`config.mk`:
```
export PLATFORM = sky130hd
export DESIGN_NAME = ldst_exec_port
export DESIGN_NICKNAME = d
export VERILOG_FILES = /design/src/design/ldst_isa_pkg.sv /design/src/design/ldst_bus_pkg.sv /design/src/design/ldst_exec_port.sv /design/src/design/load_align.sv /design/src/design/ldst_request_stage.sv /design/src/design/ldst_agu.sv /design/src/design/spr_register.sv
export SDC_FILE = /design/constraint.sdc
export NUM_CORES = 1
export LEC_CHECK = 0
export BUFFER_PORTS_ARGS = -buffer_cell sky130_fd_sc_hd__buf_2
export CAP_MARGIN = 20
export CORE_MARGIN = 2
export CORE_UTILIZATION = 55
export DETAILED_ROUTE_END_ITERATION = 16
export PLACE_DENSITY = 0.87
export SLEW_MARGIN = 20
export SYNTH_ARGS = -nofsm -noshare
export SYNTH_HDL_FRONTEND = slang
export SYNTH_HIERARCHICAL = 1
export SYNTH_SLANG_ARGS = --single-unit
```
`constraint.sdc`:
```
create_clock -name iCLOCK -period 8.1 [get_ports iCLOCK]
set_input_delay 1.62 -clock iCLOCK [delete_from_list [all_inputs] [get_ports iCLOCK]]
set_output_delay 1.62 -clock iCLOCK [all_outputs]
set_load 0.02 [all_outputs]
```
`src/design/ldst_isa_pkg.sv`:
```
// Load/store execute port, issue side definitions
// Command encoding, access widths and the records exchanged with
// the scheduler on issue and on completion

`default_nettype none

package ldst_isa_pkg;

	// Commit tag and physical register name widths
	localparam int TAG_W = 6;
	localparam int REG_W = 6;

	// Memory commands handled by this port
	typedef enum logic [4:0] {
		LD8       = 5'd0,
		LD16      = 5'd1,
		LD32      = 5'd2,
		ST8       = 5'd3,
		ST16      = 5'd4,
		ST32      = 5'd5,
		PUSH      = 5'd6,
		POP       = 5'd7,
		SPR_WRITE = 5'd8
	} ldst_cmd_e;

	// Access width on the data port
	typedef enum logic [1:0] {
		BYTE = 2'b00,
		HALF = 2'b01,
		WORD = 2'b10
	} access_order_e;

	// One issued operation from the scheduler
	typedef struct packed {
		ldst_cmd_e          cmd;
		logic [31:0]        source0;     // Store data or new SPR value
		logic [31:0]        source1;     // Address
		logic [TAG_W-1:0]   commit_tag;
		logic [REG_W-1:0]   dest_reg;
	} ldst_issue_t;

	// Completion record back to the scheduler
	typedef struct packed {
		logic [TAG_W-1:0]   commit_tag;
		logic [REG_W-1:0]   dest_reg;
		logic               writeback;   // Loads and pops
		logic [31:0]        data;
	} exec_done_t;

endpackage

`default_nettype wire
```
`src/design/ldst_bus_pkg.sv`:
```
// Load/store execute port, data port definitions
// Request word driven towards memory and the byte lane
// selection kept for aligning the load response

`default_nettype none

package ldst_bus_pkg;

	import ldst_isa_pkg::*;

	// Request on the 32-bit data port
	typedef struct packed {
		logic           rw;      // 1 = write
		access_order_e  order;
		logic [31:0]    addr;
		// Store data, already on its byte lane
		logic [31:0]    data;
	} dataio_req_t;

	// Byte selection for a pending load
	typedef struct packed {
		logic [1:0]     shift;   // Byte offset within the word
		logic [3:0]     mask;    // One bit per byte kept
	} load_lane_t;

	// Lane masks per access width
	localparam logic [3:0] MASK_BYTE = 4'b0001;
	localparam logic [3:0] MASK_HALF = 4'b0011;
	localparam logic [3:0] MASK_WORD = 4'b1111;

endpackage

`default_nettype wire

```
`src/design/ldst_exec_port.sv`:
```
// Load/store execute port
// Accepts one memory operation per cycle from the scheduler, keeps
// the stack pointer, drives the 32-bit data port with one request at
// a time and returns completions with load data

`timescale 1ns/10ps
`default_nettype none

module ldst_exec_port
	import ldst_isa_pkg::*, ldst_bus_pkg::*;
#(
	parameter logic [31:0] SPR_RESET_VALUE = 32'h0000_0000
) (
	input  wire          iCLOCK,
	input  wire          inRESET,
	// Scheduler issue
	input  wire          issue_valid,
	input  ldst_issue_t  issue,
	output logic         lock,
	// Free path SPR load
	input  wire          spr_set_valid,
	input  wire   [31:0] spr_set,
	// Data port
	output logic         dataio_req,
	output dataio_req_t  dataio,
	input  wire          dataio_busy,
	input  wire          resp_valid,
	input  wire   [31:0] resp_data,
	// Completion
	output logic         done_valid,
	output exec_done_t   done,
	output logic  [31:0] spr
);

	dataio_req_t       bus_op;
	load_lane_t        lane;
	load_lane_t        held_lane;
	logic              is_bus;
	logic              spr_update;
	logic       [31:0] spr_next;
	logic              accept;
	logic [TAG_W-1:0]  done_tag;
	logic [REG_W-1:0]  done_reg;
	logic              done_wb;
	logic       [31:0] load_value;

	spr_register #(
		.SPR_RESET_VALUE (SPR_RESET_VALUE)
	) spr_register_inst (
		.iCLOCK     (iCLOCK),
		.inRESET    (inRESET),
		.free_valid (spr_set_valid),
		.free_value (spr_set),
		.exec_valid (accept && spr_update),
		.exec_value (spr_next),
		.value      (spr)
	);

	ldst_agu ldst_agu_inst (
		.issue      (issue),
		.spr_value  (spr),
		.bus_op     (bus_op),
		.lane       (lane),
		.is_bus     (is_bus),
		.spr_update (spr_update),
		.spr_next   (spr_next)
	);

	ldst_request_stage ldst_request_stage_inst (
		.iCLOCK      (iCLOCK),
		.inRESET     (inRESET),
		.issue_valid (issue_valid),
		.issue       (issue),
		.bus_op      (bus_op),
		.lane        (lane),
		.is_bus      (is_bus),
		.dataio_busy (dataio_busy),
		.resp_valid  (resp_valid),
		.accept      (accept),
		.lock        (lock),
		.dataio_req  (dataio_req),
		.dataio      (dataio),
		.held_lane   (held_lane),
		.done_valid  (done_valid),
		.done_tag    (done_tag),
		.done_reg    (done_reg),
		.done_wb     (done_wb)
	);

	load_align load_align_inst (
		.lane      (held_lane),
		.resp_data (resp_data),
		.value     (load_value)
	);

	// Store completions carry no data
	assign done = '{
		commit_tag: done_tag,
		dest_reg:   done_reg,
		writeback:  done_wb,
		data:       done_wb ? load_value : 32'h0
	};

endmodule

`default_nettype wire

```
`src/design/load_align.sv`:
```
// Load data alignment
// Moves the addressed bytes of the response down to bit 0, keeps
// the bytes of the access width and zero-extends the rest

`timescale 1ns/10ps
`default_nettype none

module load_align
	import ldst_bus_pkg::*;
(
	input  load_lane_t   lane,
	input  wire   [31:0] resp_data,
	output logic  [31:0] value
);

	logic [31:0] shifted;
	logic [31:0] byte_mask;

	// Eight bits per byte of offset
	assign shifted = resp_data >> {lane.shift, 3'b000};

	// Expand the byte mask to bit granularity
	assign byte_mask = {
		{8{lane.mask[3]}},
		{8{lane.mask[2]}},
		{8{lane.mask[1]}},
		{8{lane.mask[0]}}
	};

	assign value = shifted & byte_mask;

endmodule

`default_nettype wire

```
`src/design/ldst_request_stage.sv`:
```
// Load/store request stage
// Registers one bus request per accepted operation, holds it while
// memory is busy, waits for the response of a load and reports one
// completion per bus operation; also drives the issue lock

`timescale 1ns/10ps
`default_nettype none

module ldst_request_stage
	import ldst_isa_pkg::*, ldst_bus_pkg::*;
(
	input  wire               iCLOCK,
	input  wire               inRESET,
	input  wire               issue_valid,
	input  ldst_issue_t       issue,
	input  dataio_req_t       bus_op,
	input  load_lane_t        lane,
	input  wire               is_bus,
	input  wire               dataio_busy,
	input  wire               resp_valid,
	output logic              accept,
	output logic              lock,
	output logic              dataio_req,
	output dataio_req_t       dataio,
	output load_lane_t        held_lane,
	output logic              done_valid,
	output logic [TAG_W-1:0]  done_tag,
	output logic [REG_W-1:0]  done_reg,
	output logic              done_wb
);

	typedef enum logic {
		ST_IDLE,
		ST_LOAD_WAIT
	} ldst_state_e;

	ldst_state_e state;
	logic        taken;
	logic        load_taken;
	logic        load_done;

	// Memory takes the request this cycle
	assign taken      = dataio_req && !dataio_busy;
	assign load_taken = taken && !dataio.rw;
	assign load_done  = (state == ST_LOAD_WAIT) && resp_valid;

	// Hold issue while the request is stuck on busy, or a load
	// is outstanding; release in the cycle its response arrives
	assign lock   = (dataio_req && (dataio_busy || !dataio.rw)) ||
	                ((state == ST_LOAD_WAIT) && !resp_valid);
	assign accept = issue_valid && !lock;

	// Request valid
	always_ff @(posedge iCLOCK or negedge inRESET) begin
		if (!inRESET) begin
			dataio_req <= 1'b0;
		end else if (accept && is_bus) begin
			dataio_req <= 1'b1;
		end else if (taken) begin
			dataio_req <= 1'b0;
		end
	end

	// Request payload, tag and destination
	always_ff @(posedge iCLOCK) begin
		if (accept && is_bus) begin
			dataio    <= bus_op;
			held_lane <= lane;
			done_tag  <= issue.commit_tag;
			done_reg  <= issue.dest_reg;
		end
	end

	// Load-wait FSM
	always_ff @(posedge iCLOCK or negedge inRESET) begin
		if (!inRESET) begin
			state <= ST_IDLE;
		end else begin
			case (state)
				ST_IDLE: begin
					if (load_taken) begin
						state <= ST_LOAD_WAIT;
					end
				end
				ST_LOAD_WAIT: begin
					if (resp_valid) begin
						state <= ST_IDLE;
					end
				end
				default: begin
					state <= ST_IDLE;
				end
			endcase
		end
	end

	// Stores finish when taken, loads on their response
	assign done_valid = (taken && dataio.rw) || load_done;
	assign done_wb    = (state == ST_LOAD_WAIT);

endmodule

`default_nettype wire

```
`src/design/ldst_agu.sv`:
```
// Load/store address generation
// Decodes one issued command into the data port request, the lane
// used to pick bytes out of the load response, and the next SPR
// value for push, pop and system writes

`timescale 1ns/10ps
`default_nettype none

module ldst_agu
	import ldst_isa_pkg::*, ldst_bus_pkg::*;
(
	input  ldst_issue_t  issue,
	input  wire   [31:0] spr_value,
	output dataio_req_t  bus_op,
	output load_lane_t   lane,
	output logic         is_bus,
	output logic         spr_update,
	output logic  [31:0] spr_next
);

	logic [31:0] spr_dec;
	logic [31:0] spr_inc;

	assign spr_dec = spr_value - 32'd4;
	assign spr_inc = spr_value + 32'd4;

	always_comb begin
		// Defaults describe a plain word read at source1
		bus_op.rw    = 1'b0;
		bus_op.order = WORD;
		bus_op.addr  = issue.source1;
		bus_op.data  = issue.source0;
		lane.shift   = issue.source1[1:0];
		lane.mask    = MASK_WORD;
		is_bus       = 1'b1;
		spr_update   = 1'b0;
		spr_next     = spr_value;

		case (issue.cmd)
			LD8: begin
				bus_op.order = BYTE;
				lane.mask    = MASK_BYTE;
			end
			LD16: begin
				bus_op.order = HALF;
				lane.mask    = MASK_HALF;
			end
			LD32: begin
				bus_op.order = WORD;
			end
			ST8: begin
				bus_op.rw    = 1'b1;
				bus_op.order = BYTE;
				// Same byte on every lane so memory picks it by address
				bus_op.data  = {4{issue.source0[7:0]}};
			end
			ST16: begin
				bus_op.rw    = 1'b1;
				bus_op.order = HALF;
				bus_op.data  = {2{issue.source0[15:0]}};
			end
			ST32: begin
				bus_op.rw    = 1'b1;
			end
			PUSH: begin
				// Pre-decrement, then word store
				bus_op.rw    = 1'b1;
				bus_op.addr  = spr_dec;
				spr_update   = 1'b1;
				spr_next     = spr_dec;
			end
			POP: begin
				// Word load at SPR, then post-increment
				bus_op.addr  = spr_value;
				lane.shift   = spr_value[1:0];
				spr_update   = 1'b1;
				spr_next     = spr_inc;
			end
			SPR_WRITE: begin
				is_bus       = 1'b0;
				spr_update   = 1'b1;
				spr_next     = issue.source0;
			end
			default: begin
				is_bus       = 1'b0;
			end
		endcase
	end

endmodule

`default_nettype wire

```
`src/design/spr_register.sv`:
```
// Stack pointer register
// Holds the SPR; a write from the free path takes priority over
// an update coming from the execute path in the same cycle

`timescale 1ns/10ps
`default_nettype none

module spr_register #(
	parameter logic [31:0] SPR_RESET_VALUE = 32'h0000_0000
) (
	input  wire         iCLOCK,
	input  wire         inRESET,
	input  wire         free_valid,
	input  wire  [31:0] free_value,
	input  wire         exec_valid,
	input  wire  [31:0] exec_value,
	output logic [31:0] value
);

	always_ff @(posedge iCLOCK or negedge inRESET) begin
		if (!inRESET) begin
			value <= SPR_RESET_VALUE;
		end else if (free_valid) begin
			// Out-of-band load wins
			value <= free_value;
		end else if (exec_valid) begin
			value <= exec_value;
		end
	end

endmodule

`default_nettype wire

```
# --- After elaboration in Yosys (flattened, before gate mapping) ---
# Index checks and enable logic that the tools add are counted.
word_totals:
  word_cells: 67
  output_inout_bits: 147
  inputBits: 151
  regBits: 119
classes:
  n_eq_ne: 8
  n_addsub: 2
  shift: 1
  n_bitwise: 2
  muxes: 17
  reduce_logical: 26
ops:
  columns: ["operator", "count"]
  rows:
  - ["32-bit case mux with 2 select lines", 2]
  - ["32-bit two-way mux", 3]
  - ["32-bit case mux with 3 select lines", 1]
  - ["32-bit by 3-bit adder with 32-bit output (second input constant)", 1]
  - ["32-bit bitwise AND", 1]
  - ["32-bit by 5-bit right shift with 32-bit output", 1]
  - ["32-bit by 3-bit subtractor with 32-bit output (second input constant)", 1]
  - ["5-bit by 3-bit == test with 1-bit output (second input constant)", 4]
  - ["5-bit by 2-bit == test with 1-bit output (second input constant)", 2]
  - ["1-bit logical AND", 9]
  - ["4-bit case mux with 2 select lines", 1]
  - ["8-bit OR reduction", 1]
  - ["1-bit two-way mux", 7]
  - ["5-bit by 1-bit == test with 1-bit output (second input constant)", 1]
  - ["5-bit by 4-bit == test with 1-bit output (second input constant)", 1]
  - ["5-bit logical NOT", 1]
  - ["1-bit logical NOT", 4]
  - ["2-bit case mux with 2 select lines", 1]
  - ["2-bit nonzero test", 2]
  - ["4-bit nonzero test", 1]
  - ["2-bit OR reduction", 2]
  - ["4-bit OR reduction", 1]
  - ["1-bit logical OR", 3]
  - ["3-bit OR reduction", 1]
  - ["4 further kinds", 4]

# --- Longest topological paths before layout ---
# Gate-level depths: netlist of run 1.
logic_depth:
  word_depth: 9
  depth_mapped: 12

# --- By module ---
# Netlist of run 1, hierarchy kept.
by_module_without_submodules:
  columns: ["module", "cells_each", "area_each_um2", "instances"]
  rows:
  - ["ldst_agu", 548, 3250.6, 1]
  - ["ldst_request_stage", 98, 2696.3, 1]
  - ["spr_register", 139, 1515.2, 1]
  - ["load_align", 84, 638.1, 1]
  - ["ldst_exec_port", 37, 269.0, 1]

# --- Least setup slack after synthesis of run 1 ---
# No wires, ideal clock.
synth_path:
  path_type: "input port to flip-flop"
  from: "input port issue[79] (netlist name)"
  to: "register spr_register_inst.value[11]"
  arrival_ns: 3.761
  path_buffers: 5
  required_ns: 7.980
  setup_ns: 0.120
  slack_ns: 4.218
  path_stages: 12
  path_cell_list: "clkbuf_1 > nor3b_1 > and2_1 > clkbuf_1 > nor2_1 > inv_1 > clkbuf_1 > and2_1 > buf_6 > buf_12 > mux2i_1 > o21ai_2"
synth_between:
  elab_chain_cells: 6
  elab_cells_between_ends: 12
synth_lines:
  columns: ["element", "line_no", "rtl"]
  rows:
  - ["start: declaration", "ldst_exec_port.sv:18", "input ldst_issue_t issue,"]
  - ["5-bit by 4-bit == test with 1-bit output or 5-bit by 3-bit == test with 1-bit output (tied branches)", "ldst_agu.sv:39", "case (issue.cmd)"]
  - ["3-bit OR reduction (no source line) *", null, null]
  - ["1-bit two-way mux *", "ldst_agu.sv:39", null]
  - ["named net spr_update", "ldst_exec_port.sv:39", "logic spr_update;"]
  - ["1-bit logical AND *", "ldst_exec_port.sv:54", ".exec_valid (accept && spr_update),"]
  - ["2-bit nonzero test (no source line) *", null, null]
  - ["2-bit AND reduction (no source line) *", null, null]
  - ["end signal: assignment", "spr_register.sv:25", "value <= free_value;"]
  - ["end signal: assignment", "spr_register.sv:27", "value <= exec_value;"]
  - ["end: declaration", "spr_register.sv:17", "output logic [31:0] value"]
# The timed path passes the listed nets; every way through them passes the cells marked *. The select of a mux whose other input is x is not followed.
# A chain may end at the register's enable or synchronous reset.

# --- Worst setup path in the final report of run 1 ---
layout_path:
  from: "input port issue[76] (netlist name)"
  to: "register spr_register_inst.value[7]"
# The elaborated chain is that of the path after synthesis.

==> results.sh, run 1 <==
export IMPL_cts_root_buf="clkbuf_16"
export IMPL_max_freq_ghz=0.213
export IMPL_relSlewSlack_pct=29.4
export IMPL_hpwl_microns=20700
export IMPL_final_nets=1290
export IMPL_largest_reg_flops=67
export IMPL_worstSetupPathType="in -> reg"
export IMPL_grt_pass1_wl_microns=42100
export IMPL_postSynthNetCount=1059
export IMPL_synth_edf_count=85
export IMPL_synth_top_cell_area_share_pct=30.5
export IMPL_avgSynthCellArea_sq_um=9.24
export IMPL_finalCritPeriodShare_pct=57.9
export IMPL_nFillCells=1180
export IMPL_cp_end_kind="register"
export IMPL_grt_busiest_layer="met2"
export IMPL_start_util_pct=55.7
export IMPL_tightest_slew_ns=1.06
export IMPL_grt_start_max_net_pins=77
export IMPL_crit_arrival_ns=4.94
export IMPL_post_cts_setup_buffers=0
export IMPL_cts_tree="yes"
export IMPL_h_tree_depth=4
export IMPL_die_w_microns=127
export IMPL_synth_top_area_cell="edfxtp_1"
export IMPL_via_count=8332
export IMPL_io_pins=298
export IMPL_drc=0
export IMPL_asyncSetResetFlopFracSynth_pct=28.6
export IMPL_row_count=45
export IMPL_dieHeight_microns=127
export IMPL_largest_register="ldst_request_stage_inst/dataio"
export IMPL_required_ns=8.35
export IMPL_fin_crit_ns=4.69
export IMPL_finalHoldViolCount=0
export IMPL_synthDistinctLibCells=79
export IMPL_wl_microns=28300
export IMPL_die_area_sq_um=16200
export IMPL_cp_max_fo=50
export IMPL_area_growth_pct=22.4
export IMPL_cts_resized_gates=0
export IMPL_clock_sinks=119
export IMPL_grt_met3_usage_pct=7.83
export IMPL_via_per_inst=6.23
export IMPL_fin_cells=1337
export IMPL_antenna_found_initial=2
export IMPL_cp_start_kind="primary input"
export IMPL_reg_top3="ldst_request_stage_inst/dataio (67), spr_register_inst/value (32)"
export IMPL_maxCapViolCount=0
export IMPL_syn_inst=906
export IMPL_drtPass1Iterations=6
export IMPL_postRouteAntennaNets=0
export IMPL_ir_worst_vdd_v=0.000128
export IMPL_gr_usage_met1_pct=44.5
export IMPL_portBuffers=297
export IMPL_fp_coreArea_sq_um=15000
export IMPL_outcome="finished, final reports clean"
export IMPL_drive_above_1_share_pct=35.7
export IMPL_tns_ns=0
export IMPL_synth_seq_cells=119
export IMPL_power_density_nw_per_um2=178
export IMPL_grt_pass1_vias=7507
export IMPL_synthesis_area_sq_um=8370
export IMPL_grt_met2_usage_pct=52.9
export IMPL_cts_buffers=17
export IMPL_clkLatencyLatePin_ns=0.42
export IMPL_rsz0062_at_grt="no"
export IMPL_cts_hold_buf=0
export IMPL_clk_pin_slew_worst_paths_ns=0.06
export IMPL_ys_flop_type="edfxtp_1"
export IMPL_hold_class="reg -> reg"
export IMPL_avgRoutedWirePerCell_microns=21.2
export IMPL_gp_congestion=0.969
export IMPL_drtIter0Drc=1012
export IMPL_grt_use_total_pct=34.0
export IMPL_dp_cells=1306
export IMPL_clockBufferDepth=2
export IMPL_fin_util_pct=68.2
export IMPL_seq_area_sq_um=3400
export IMPL_synthTopCellsByArea="edfxtp_1 30%, dfrtp_1 10%, mux2i_1 7.1%"
export IMPL_slew_violations=0
export IMPL_synth_warnings=6
export IMPL_setup_viol_count_final=0
export IMPL_multi_input_area_sq_um=4440
export IMPL_synth_most_common_cell="nand2_1"
export IMPL_ys_seq_area_share_pct=40.7
export IMPL_grt_overflow=0
export IMPL_synth_commonest_cells="127 x nand2_1, 85 x edfxtp_1, 59 x mux2i_1"
export IMPL_power_static_leakage_nw=4.33
export IMPL_fin_skew_ns=0.00993
[layout make-up]
class | instances | area share (%)
timing repair buffer | 306 | 15.2
clock inverter | 13 | 1.53
tap | 188 | 2.30
antenna | 1 | 0.0244
sequential | 119 | 33.2
inverter | 9 | 0.330
multi-input combinational | 684 | 43.3
clock buffer | 17 | 4.15
[per-layer routing]
| layer | up-vias | part of all wire, % |
|---|---|---|
| li1 | 3765 | - |
| met1 | 3819 | 37 |
| met2 | 646 | 46 |
| met3 | 100 | 11 |
| met4 | 2 | 5.1 |
| met5 | - | 0.046 |
[logic make-up after synthesis]
kind of cell    share of synthesized area [%]
simple gates                             23.5
compound gates                           15.1
flops                                    40.7
buf+inv                                  6.89
mux                                      9.34
xor+xnor                                 4.19
fa+ha+maj                               0.299
other cells                            0.0448
[report_power, final]
part / switching [W] / internal (W) / total [W] / leakage (nW)
clock network: 0.000281 / 0.000478 / 0.000759 / 0.276
logic: 0.000191 / 0.000125 / 0.000316 / 2.86
registers: 0.0000662 / 0.000688 / 0.000754 / 1.19
total: 0.000538 / 0.00129 / 0.00183 / 4.33
[cell usage in the layout (no fill, tap or decap), drive strengths merged, types with 12 or more instances in the layout]
master | netlist | final
a21oi | 17 | 17
a22oi | 15 | 15
and2 | 52 | 52
buf | 41 | 306
clkbuf | 53 | 17
dfrtp | 34 | 34
edfxtp | 85 | 85
mux2 | 17 | 17
mux2i | 59 | 59
nand2 | 128 | 128
nand3 | 20 | 20
nand4 | 12 | 12
nor2 | 55 | 55
nor3 | 16 | 16
nor4 | 20 | 20
o21ai | 98 | 98
o22ai | 15 | 15
xnor2 | 32 | 32
[per-stage QoR]
step	worst slack, ns	hold WS (ns)	power [W]	cell area (sq um)
finish	3.41	0.585	0.00183	10200
global route	3.27	0.623	0.00189	10200
CTS	3.56	0.583	0.00183	10200
detailed placement	3.12	0.581	0.00107	9650
global placement	3.24	0.570	0.00106	9650
floorplan	4.22	0.561	0.000944	8370
[worst paths after layout]
path | from | to | slack [ns] | depth (start not counted)
max in group asynchronous | inRESET | ldst_request_stage_inst/dataio_req | 6.28 | 1
hold reg to reg | ldst_request_stage_inst/dataio[66] | ldst_request_stage_inst/done_wb | 0.58 | 1
setup / recovery | issue[76] | spr_register_inst/value[7] | 3.41 | 10
setup reg to reg | spr_register_inst/value[2] | ldst_request_stage_inst/dataio[54] | 4.59 | 8
min in group asynchronous | inRESET | spr_register_inst/value[26] | 1.30 | 1
hold / removal | ldst_request_stage_inst/dataio[66] | ldst_request_stage_inst/done_wb | 0.58 | 1
[critical path, cell delays in order]
cell and delay, ns:
buf_2 0.07, buf_4 0.44, nor2_1 0.14, and2_1 0.17, buf_4 0.22, nor2_1 0.62, inv_1 0.53, and2_2 0.64
mux2i_1 0.31, o21ai_1 0.09
No activity file was read; power rests on OpenSTA's default activity.
==> run 2: changes to the inputs <==
--- a/config.mk
+++ b/config.mk
@@ -5,12 +5,13 @@
 export SDC_FILE = /design/constraint.sdc
 export NUM_CORES = 1
 export LEC_CHECK = 0
+export ABC_AREA = 1
 export BUFFER_PORTS_ARGS = -buffer_cell sky130_fd_sc_hd__buf_2
 export CAP_MARGIN = 20
 export CORE_MARGIN = 2
-export CORE_UTILIZATION = 55
+export CORE_UTILIZATION = 47
 export DETAILED_ROUTE_END_ITERATION = 16
-export PLACE_DENSITY = 0.87
+export PLACE_DENSITY = 0.78
 export SLEW_MARGIN = 20
 export SYNTH_ARGS = -nofsm -noshare
 export SYNTH_HDL_FRONTEND = slang
==> constraint.sdc (replaced) <==
create_clock -name iCLOCK -period 4 [get_ports iCLOCK]
set_input_delay 0.8 -clock iCLOCK [delete_from_list [all_inputs] [get_ports iCLOCK]]
set_output_delay 0.8 -clock iCLOCK [all_outputs]
set_load 0.02 [all_outputs]
==> run 2 against run 1 <==
Clock skew increased by 0.0040 ns. Final cell count increased by 32%. Cell area increased by 5.2%. Sequential share of layout area decreased by 1.6 points. Non-clock buffer count decreased by 2. Critical path depth decreased by 2. Sequential power increased by 100%. Flip-flop and latch count unchanged. Routed wire length increased by 13%. Combinational power increased by 130%. Largest cell class unchanged.
==> results.sh, run 2 <==
export IMPL_worst_path_buf_inv=3
export IMPL_nFillCells=1831
export IMPL_fin_cells=1767
export IMPL_syn_inst=1280
export IMPL_ys_flop_type="edfxtp_1"
export IMPL_power_density_nw_per_um2=364
export IMPL_crit_arrival_ns=2.26
export IMPL_synth_seq_cells=119
export IMPL_grt_overflow=0
export IMPL_grt_use_total_pct=31.4
export IMPL_layout_commonest_cell="nand2_1"
export IMPL_met3WireLength_microns=3430
export IMPL_cp_max_fo=32
export IMPL_post_cts_setup_buffers=0
export IMPL_drtIter0Drc=992
export IMPL_largest_reg_flops=67
export IMPL_clockBufferDepth=2
export IMPL_finalPower_w=0.00392
export IMPL_power_static_leakage_nw=5.39
export IMPL_dr_wl_met2_microns=15000
export IMPL_placed_area_sq_um=10100
export IMPL_synth_top_area_cell="edfxtp_1"
export IMPL_slew_violations=0
export IMPL_ir_worst_vdd_v=0.000294
export IMPL_fp_coreArea_sq_um=18600
export IMPL_area_growth_pct=20.9
export IMPL_critical_path_slowest_cell="edfxtp_1"
export IMPL_clkLatencyLatePin_ns=0.43
export IMPL_cp_start_kind="register"
export IMPL_avgSynthCellArea_sq_um=6.96
export IMPL_tightest_slew_ns=0.952
export IMPL_hold_class="in -> async"
export IMPL_h_tree_depth=4
export IMPL_dp_cells=1734
export IMPL_required_ns=3.20
export IMPL_crit_family="flip-flops"
export IMPL_cp_end_kind="output port"
export IMPL_final_cell_area_sq_um=10800
export IMPL_synth_commonest_cells="432 x nand2_1, 159 x nand3_1, 139 x nor2_1"
export IMPL_drc=0
export IMPL_antenna_found_initial=1
export IMPL_grt_start_max_net_pins=42
export IMPL_cts_tree="yes"
export IMPL_final_nets=1672
export IMPL_reg2reg_depth=12
export IMPL_dieHeight_microns=142
export IMPL_drive_above_1_share_pct=27.4
export IMPL_tns_ns=0
export IMPL_max_freq_ghz=0.327
export IMPL_worstSetupPathType="reg -> out"
export IMPL_clock_sinks=119
export IMPL_synthDistinctLibCells=41
export IMPL_mostFrequentLayoutCells="432 x nand2_1, 297 x buf_2, 159 x nand3_1"
export IMPL_fin_util_pct=57.8
export IMPL_grt_pass1_wl_microns=48100
export IMPL_grt_pass1_vias=8633
export IMPL_start_util_pct=47.8
export IMPL_postRouteAntennaNets=0
export IMPL_synth_edf_count=85
export IMPL_row_count=50
export IMPL_portBuffers=297
export IMPL_setup_viol_count_final=0
export IMPL_finalHoldViolCount=0
export IMPL_cpMostUsedCell="nand2_1"
export IMPL_clk_pin_slew_worst_paths_ns=0.06
export IMPL_cts_hold_buf=0
export IMPL_ys_seq_area_share_pct=38.2
export IMPL_synth_top_cell_area_share_pct=28.6
export IMPL_via_per_inst=5.50
export IMPL_asyncSetResetFlopFracSynth_pct=28.6
export IMPL_cts_resized_gates=0
export IMPL_rsz0062_at_grt="no"
export IMPL_postSynthNetCount=1433
export IMPL_fin_crit_ns=3.06
export IMPL_reg_top3="ldst_request_stage_inst/dataio (67), spr_register_inst/value (32)"
export IMPL_hpwl_microns=24600
export IMPL_synth_most_common_cell="nand2_1"
export IMPL_avgRoutedWirePerCell_microns=18.2
export IMPL_synthTopCellsByArea="edfxtp_1 29%, nand2_1 18%, dfrtp_1 9.5%"
export IMPL_die_area_sq_um=20100
export IMPL_crit_path_max_incr_delay_ns=0.98
export IMPL_finalCritPeriodShare_pct=76.4
export IMPL_gp_congestion=1.00
export IMPL_largest_register="ldst_request_stage_inst/dataio"
export IMPL_routed_top_layer="met4"
export IMPL_fin_skew_ns=0.0140
export IMPL_cts_root_buf="clkbuf_16"
export IMPL_die_w_microns=142
export IMPL_via_count=9720
export IMPL_path_cells="inv_8, nand2_1, nand2_1, nor2_1, nor2_1, nand2_1, inv_1, buf_2"
export IMPL_cts_buffers=17
export IMPL_io_pins=298
export IMPL_wl_met1_microns=12900
export IMPL_maxCapViolCount=0
export IMPL_drtPass1Iterations=6
export IMPL_path_depth=8
export IMPL_relSlewSlack_pct=36.6
export IMPL_outcome="finished, final reports clean"
export IMPL_synth_warnings=6
export IMPL_wl_microns=32100
export IMPL_synthesis_area_sq_um=8910
-- run 2: cell types whose count changed after synthesis, moves of 33 or more --
cell      delta
clkbuf_1    -42
mux2i_1     -59
nor2_1      +84
inv_1      +114
and2_2      -33
nand3_1    +139
nand2_1    +305
-- run 2: power breakdown --
part	switching (W)	internal, W	total [W]	leakage [nW]
combinational	0.000490	0.000245	0.000734	3.89
sequential	0.000125	0.00141	0.00153	1.20
clock	0.000609	0.00105	0.00166	0.300
-- run 2: cells by family (layout without fill, tap and decap cells) --
| group | after synthesis | count (layout) | synth area share, % |
|---|---|---|---|
| compound gates | 114 | 114 | 7.92 |
| fa+ha+maj | 2 | 2 | 0.281 |
| buf+inv | 222 | 474 | 12.8 |
| flops | 119 | 119 | 38.2 |
| other cells | 1 | 2 | 0.0421 |
| simple gates | 822 | 822 | 40.8 |
-- run 2: area by class of cell --
| cell class | instances | area, sq um | share of cell area [%] |
|---|---|---|---|
| repair buffers | 304 | 1550 | 14.4 |
| flip-flops and latches | 119 | 3400 | 31.6 |
| inverters | 138 | 531 | 4.92 |
| diodes | 1 | 2.50 | 0.0232 |
| clock inverters | 14 | 196 | 1.82 |
| well taps | 234 | 293 | 2.72 |
| clock buffers | 18 | 429 | 3.98 |
| multi-input cells | 939 | 4370 | 40.5 |
-- run 2: path summary, 6_finish.rpt --
path	from	to	slack, ns
worst max-delay path	ldst_request_stage_inst/held_lane[4]	done[8]	0.94
worst min-delay path	inRESET	spr_register_inst/value[22]	0.50
worst max register to register	spr_register_inst/value[3]	spr_register_inst/value[12]	1.67
worst min register to register	ldst_request_stage_inst/dataio_req	ldst_request_stage_inst/dataio_req	0.57
max in group asynchronous	inRESET	ldst_request_stage_inst/dataio_req	2.92
min in group iCLOCK	issue[10]	ldst_request_stage_inst/done_tag[4]	0.55
-- run 2: stage by stage --
stage / setup slack [ns] / hold slack, ns
2_1_floorplan: 0.252 / 0.504
3_3_place_gp: 0.890 / 0.541
3_5_place_dp: 0.793 / 0.567
4_1_cts: 0.995 / 0.516
5_1_grt: 0.799 / 0.538
6_report: 0.945 / 0.503
-- run 2: routing by layer --
layer | vias up | GRT usage, %
li1 | 4630 | -
met1 | 4463 | 43.7
met2 | 566 | 50.6
met3 | 61 | 5.53
met4 | 0 | 8.84
met5 | - | 0
==> run 3: changes to the inputs <==
--- a/config.mk
+++ b/config.mk
@@ -5,13 +5,13 @@
 export SDC_FILE = /design/constraint.sdc
 export NUM_CORES = 1
 export LEC_CHECK = 0
-export ABC_AREA = 1
+export ABC_AREA = 0
 export BUFFER_PORTS_ARGS = -buffer_cell sky130_fd_sc_hd__buf_2
 export CAP_MARGIN = 20
 export CORE_MARGIN = 2
-export CORE_UTILIZATION = 47
+export CORE_UTILIZATION = 51
 export DETAILED_ROUTE_END_ITERATION = 16
-export PLACE_DENSITY = 0.78
+export PLACE_DENSITY = 0.82
 export SLEW_MARGIN = 20
 export SYNTH_ARGS = -nofsm -noshare
 export SYNTH_HDL_FRONTEND = slang
==> constraint.sdc (replaced) <==
create_clock -name iCLOCK -period 3.1 [get_ports iCLOCK]
set_input_delay 0.62 -clock iCLOCK [delete_from_list [all_inputs] [get_ports iCLOCK]]
set_output_delay 0.62 -clock iCLOCK [all_outputs]
set_load 0.02 [all_outputs]
==> run 3 against run 2 <==
Sequential share of layout area increased by 0.48 points. Utilization up 8.8 points. Clock power is 17% higher. Largest power group unchanged. Flip-flop and latch count did not move. Register-to-register slack got worse by 1.6 ns. Power grew 22%. Die area decreased by 13%. Cell area fell by 1.5%.
==> results.sh, run 3 (synthesis results as in run 1) <==
export IMPL_relSlewSlack_pct=32.1
export IMPL_finalCritPeriodShare_pct=97.4
export IMPL_row_count=46
export IMPL_dp_slack_ns=0.107
export IMPL_die_area_sq_um=17500
export IMPL_postRouteAntennaNets=0
export IMPL_diodes=0
export IMPL_drc=0
export IMPL_gp_congestion=1.03
export IMPL_portBuffers=297
export IMPL_max_freq_ghz=0.331
export IMPL_crit_path_max_incr_delay_ns=0.57
export IMPL_antenna_found_initial=1
export IMPL_path_cells="inv_1, ha_1, or4b_4, or4_4, or3_4, nor2_1, xnor2_1, o211ai_2, mux2i_1, o21ai_1"
export IMPL_largest_reg_flops=67
export IMPL_cts_root_buf="clkbuf_16"
export IMPL_hpwl_microns=21800
export IMPL_power_static_leakage_nw=4.54
export IMPL_fp_coreArea_sq_um=15900
export IMPL_grt_pass1_vias=7840
export IMPL_met3WireLength_microns=3230
export IMPL_clock_sinks=119
export IMPL_finalHoldViolCount=0
export IMPL_rsz0062_at_grt="no"
export IMPL_drive_above_1_share_pct=37.9
export IMPL_h_tree_depth=4
export IMPL_placed_area_sq_um=10000
export IMPL_worstSetupPathType="reg -> reg"
export IMPL_final_cell_area_sq_um=10600
export IMPL_p_sw_share_pct=29.9
export IMPL_drtPass1Iterations=5
export IMPL_crit_arrival_ns=3.29
export IMPL_cp_start_kind="register"
export IMPL_tns_ns=0
export IMPL_p_int_w=0.00336
export IMPL_clkLatencyLatePin_ns=0.42
export IMPL_grt_use_total_pct=32.9
export IMPL_clockBufferDepth=2
export IMPL_setup_viol_count_final=0
export IMPL_mostFrequentLayoutCells="297 x buf_2, 127 x nand2_1, 85 x edfxtp_1"
export IMPL_hold_class="in -> async"
export IMPL_required_ns=3.38
export IMPL_slew_violations=0
export IMPL_tightest_slew_ns=1.01
export IMPL_dieHeight_microns=132
export IMPL_layout_commonest_cell="buf_2"
export IMPL_io_pins=298
export IMPL_cp_max_fo=7
export IMPL_via_per_inst=5.99
export IMPL_combPwrFrac_pct=20.0
export IMPL_maxCapViolCount=0
export IMPL_start_util_pct=52.5
export IMPL_clk_pin_slew_worst_paths_ns=0.06
export IMPL_routed_top_layer="met5"
export IMPL_reg_top3="ldst_request_stage_inst/dataio (67), spr_register_inst/value (32)"
export IMPL_worst_slack_ns=0.0814
export IMPL_seq_power_share_pct=39.6
export IMPL_cts_buffers=17
export IMPL_wl_met1_microns=11400
export IMPL_grt_start_max_net_pins=75
export IMPL_dr_wl_met2_microns=13500
export IMPL_clkPwrFrac_pct=40.5
export IMPL_largest_register="ldst_request_stage_inst/dataio"
export IMPL_switching_power_w=0.00143
export IMPL_via_count=8413
export IMPL_fin_skew_ns=0.00981
export IMPL_cp_end_kind="register"
export IMPL_grt_overflow=0
export IMPL_avgRoutedWirePerCell_microns=20.7
export IMPL_wl_microns=29100
export IMPL_critical_path_slowest_cell="or4_4"
export IMPL_finalPower_w=0.00479
export IMPL_outcome="finished, final reports clean"
export IMPL_area_growth_pct=26.8
export IMPL_die_w_microns=132
export IMPL_ir_worst_vdd_v=0.000360
export IMPL_fin_util_pct=66.6
export IMPL_grt_pass1_wl_microns=44700
export IMPL_drtIter0Drc=854
export IMPL_final_nets=1329
export IMPL_cts_tree="yes"
export IMPL_power_density_nw_per_um2=451
export IMPL_fin_crit_ns=3.02
==> run 3: cell count changes in the layout (fill, tap and decap cells not counted), sizes merged, moves of 20 or more <==
| cell | before | now |
|---|---|---|
| and2 | 0 | 52 |
| buf | 304 | 345 |
| inv | 141 | 11 |
| mux2i | 0 | 59 |
| nand2 | 463 | 128 |
| nand3 | 161 | 20 |
| nor2 | 163 | 55 |
| nor4 | 0 | 20 |
| o21ai | 48 | 98 |
| xnor2 | 0 | 32 |
==> run 3: final cells by class <==
type                            count  area, sq um
Clock inverter                     14          153
Sequential cell                   119         3400
Timing Repair Buffer              345         1900
Inverter                            9         33.8
Fill cell                        1340         5330
Tap cell                          216          270
Multi-Input combinational cell    684         4430
Clock buffer                       18          429
==> run 3: what timing repair did <==
| action | CTS | global route |
|---|---|---|
| setup endpoints to repair | 0 | 2 |
| resized for setup | 0 | 1 |
| buffers inserted | 0 | 1 |
| hold buffers | 0 | 0 |
==> run 3: power by group through the flow <==
stage               sequential (W)  clock (W)  combinational [W]
floorplan                  0.00198          0           0.000491
global placement           0.00192          0           0.000927
detailed placement         0.00192          0           0.000936
CTS                        0.00189    0.00195           0.000941
global route               0.00190    0.00202            0.00103
finish                     0.00189    0.00194           0.000957
==> run 3: final timing paths <==
| path | startpoint | end | slack, ns | cells after the start |
|---|---|---|---|---|
| min in group iCLOCK | issue[4] | ldst_request_stage_inst/done_reg[4] | 0.37 | 1 |
| min reg2reg | ldst_request_stage_inst/done_wb | ldst_request_stage_inst/done_wb | 0.52 | 2 |
| max reg2reg | spr_register_inst/value[2] | spr_register_inst/value[30] | 0.08 | 10 |
| min | inRESET | spr_register_inst/value[29] | 0.31 | 1 |
| max | spr_register_inst/value[2] | spr_register_inst/value[30] | 0.08 | 10 |
| max in group asynchronous | inRESET | spr_register_inst/value[2] | 2.20 | 1 |
==> run 3: routing by layer <==
layer,track usage [%],vias to the layer above
met4,12.5,2
met3,7.69,68
met1,43.9,3905
met5,0,-
li1,-,3835
met2,52.1,603
==> run 3: worst max-delay path: cells and delay by family, from the launching register on <==
family | cells | cell delay (ns)
DFF | 1 | 0.40
buffers and inverters | 1 | 0.09
xor gates and xnor gates | 1 | 0.15
and+or+nand+nor | 4 | 1.71
adders and majority gates | 1 | 0.19
AOI/OAI and AO/OA | 2 | 0.17
muxes | 1 | 0.16
==> run 3: per-stage QoR <==
step                hold WS (ns)  std cells
global placement           0.492       1372
floorplan                  0.324        906
global route               0.357       1405
finish                     0.307       1405
detailed placement         0.513       1372
CTS                        0.324       1404
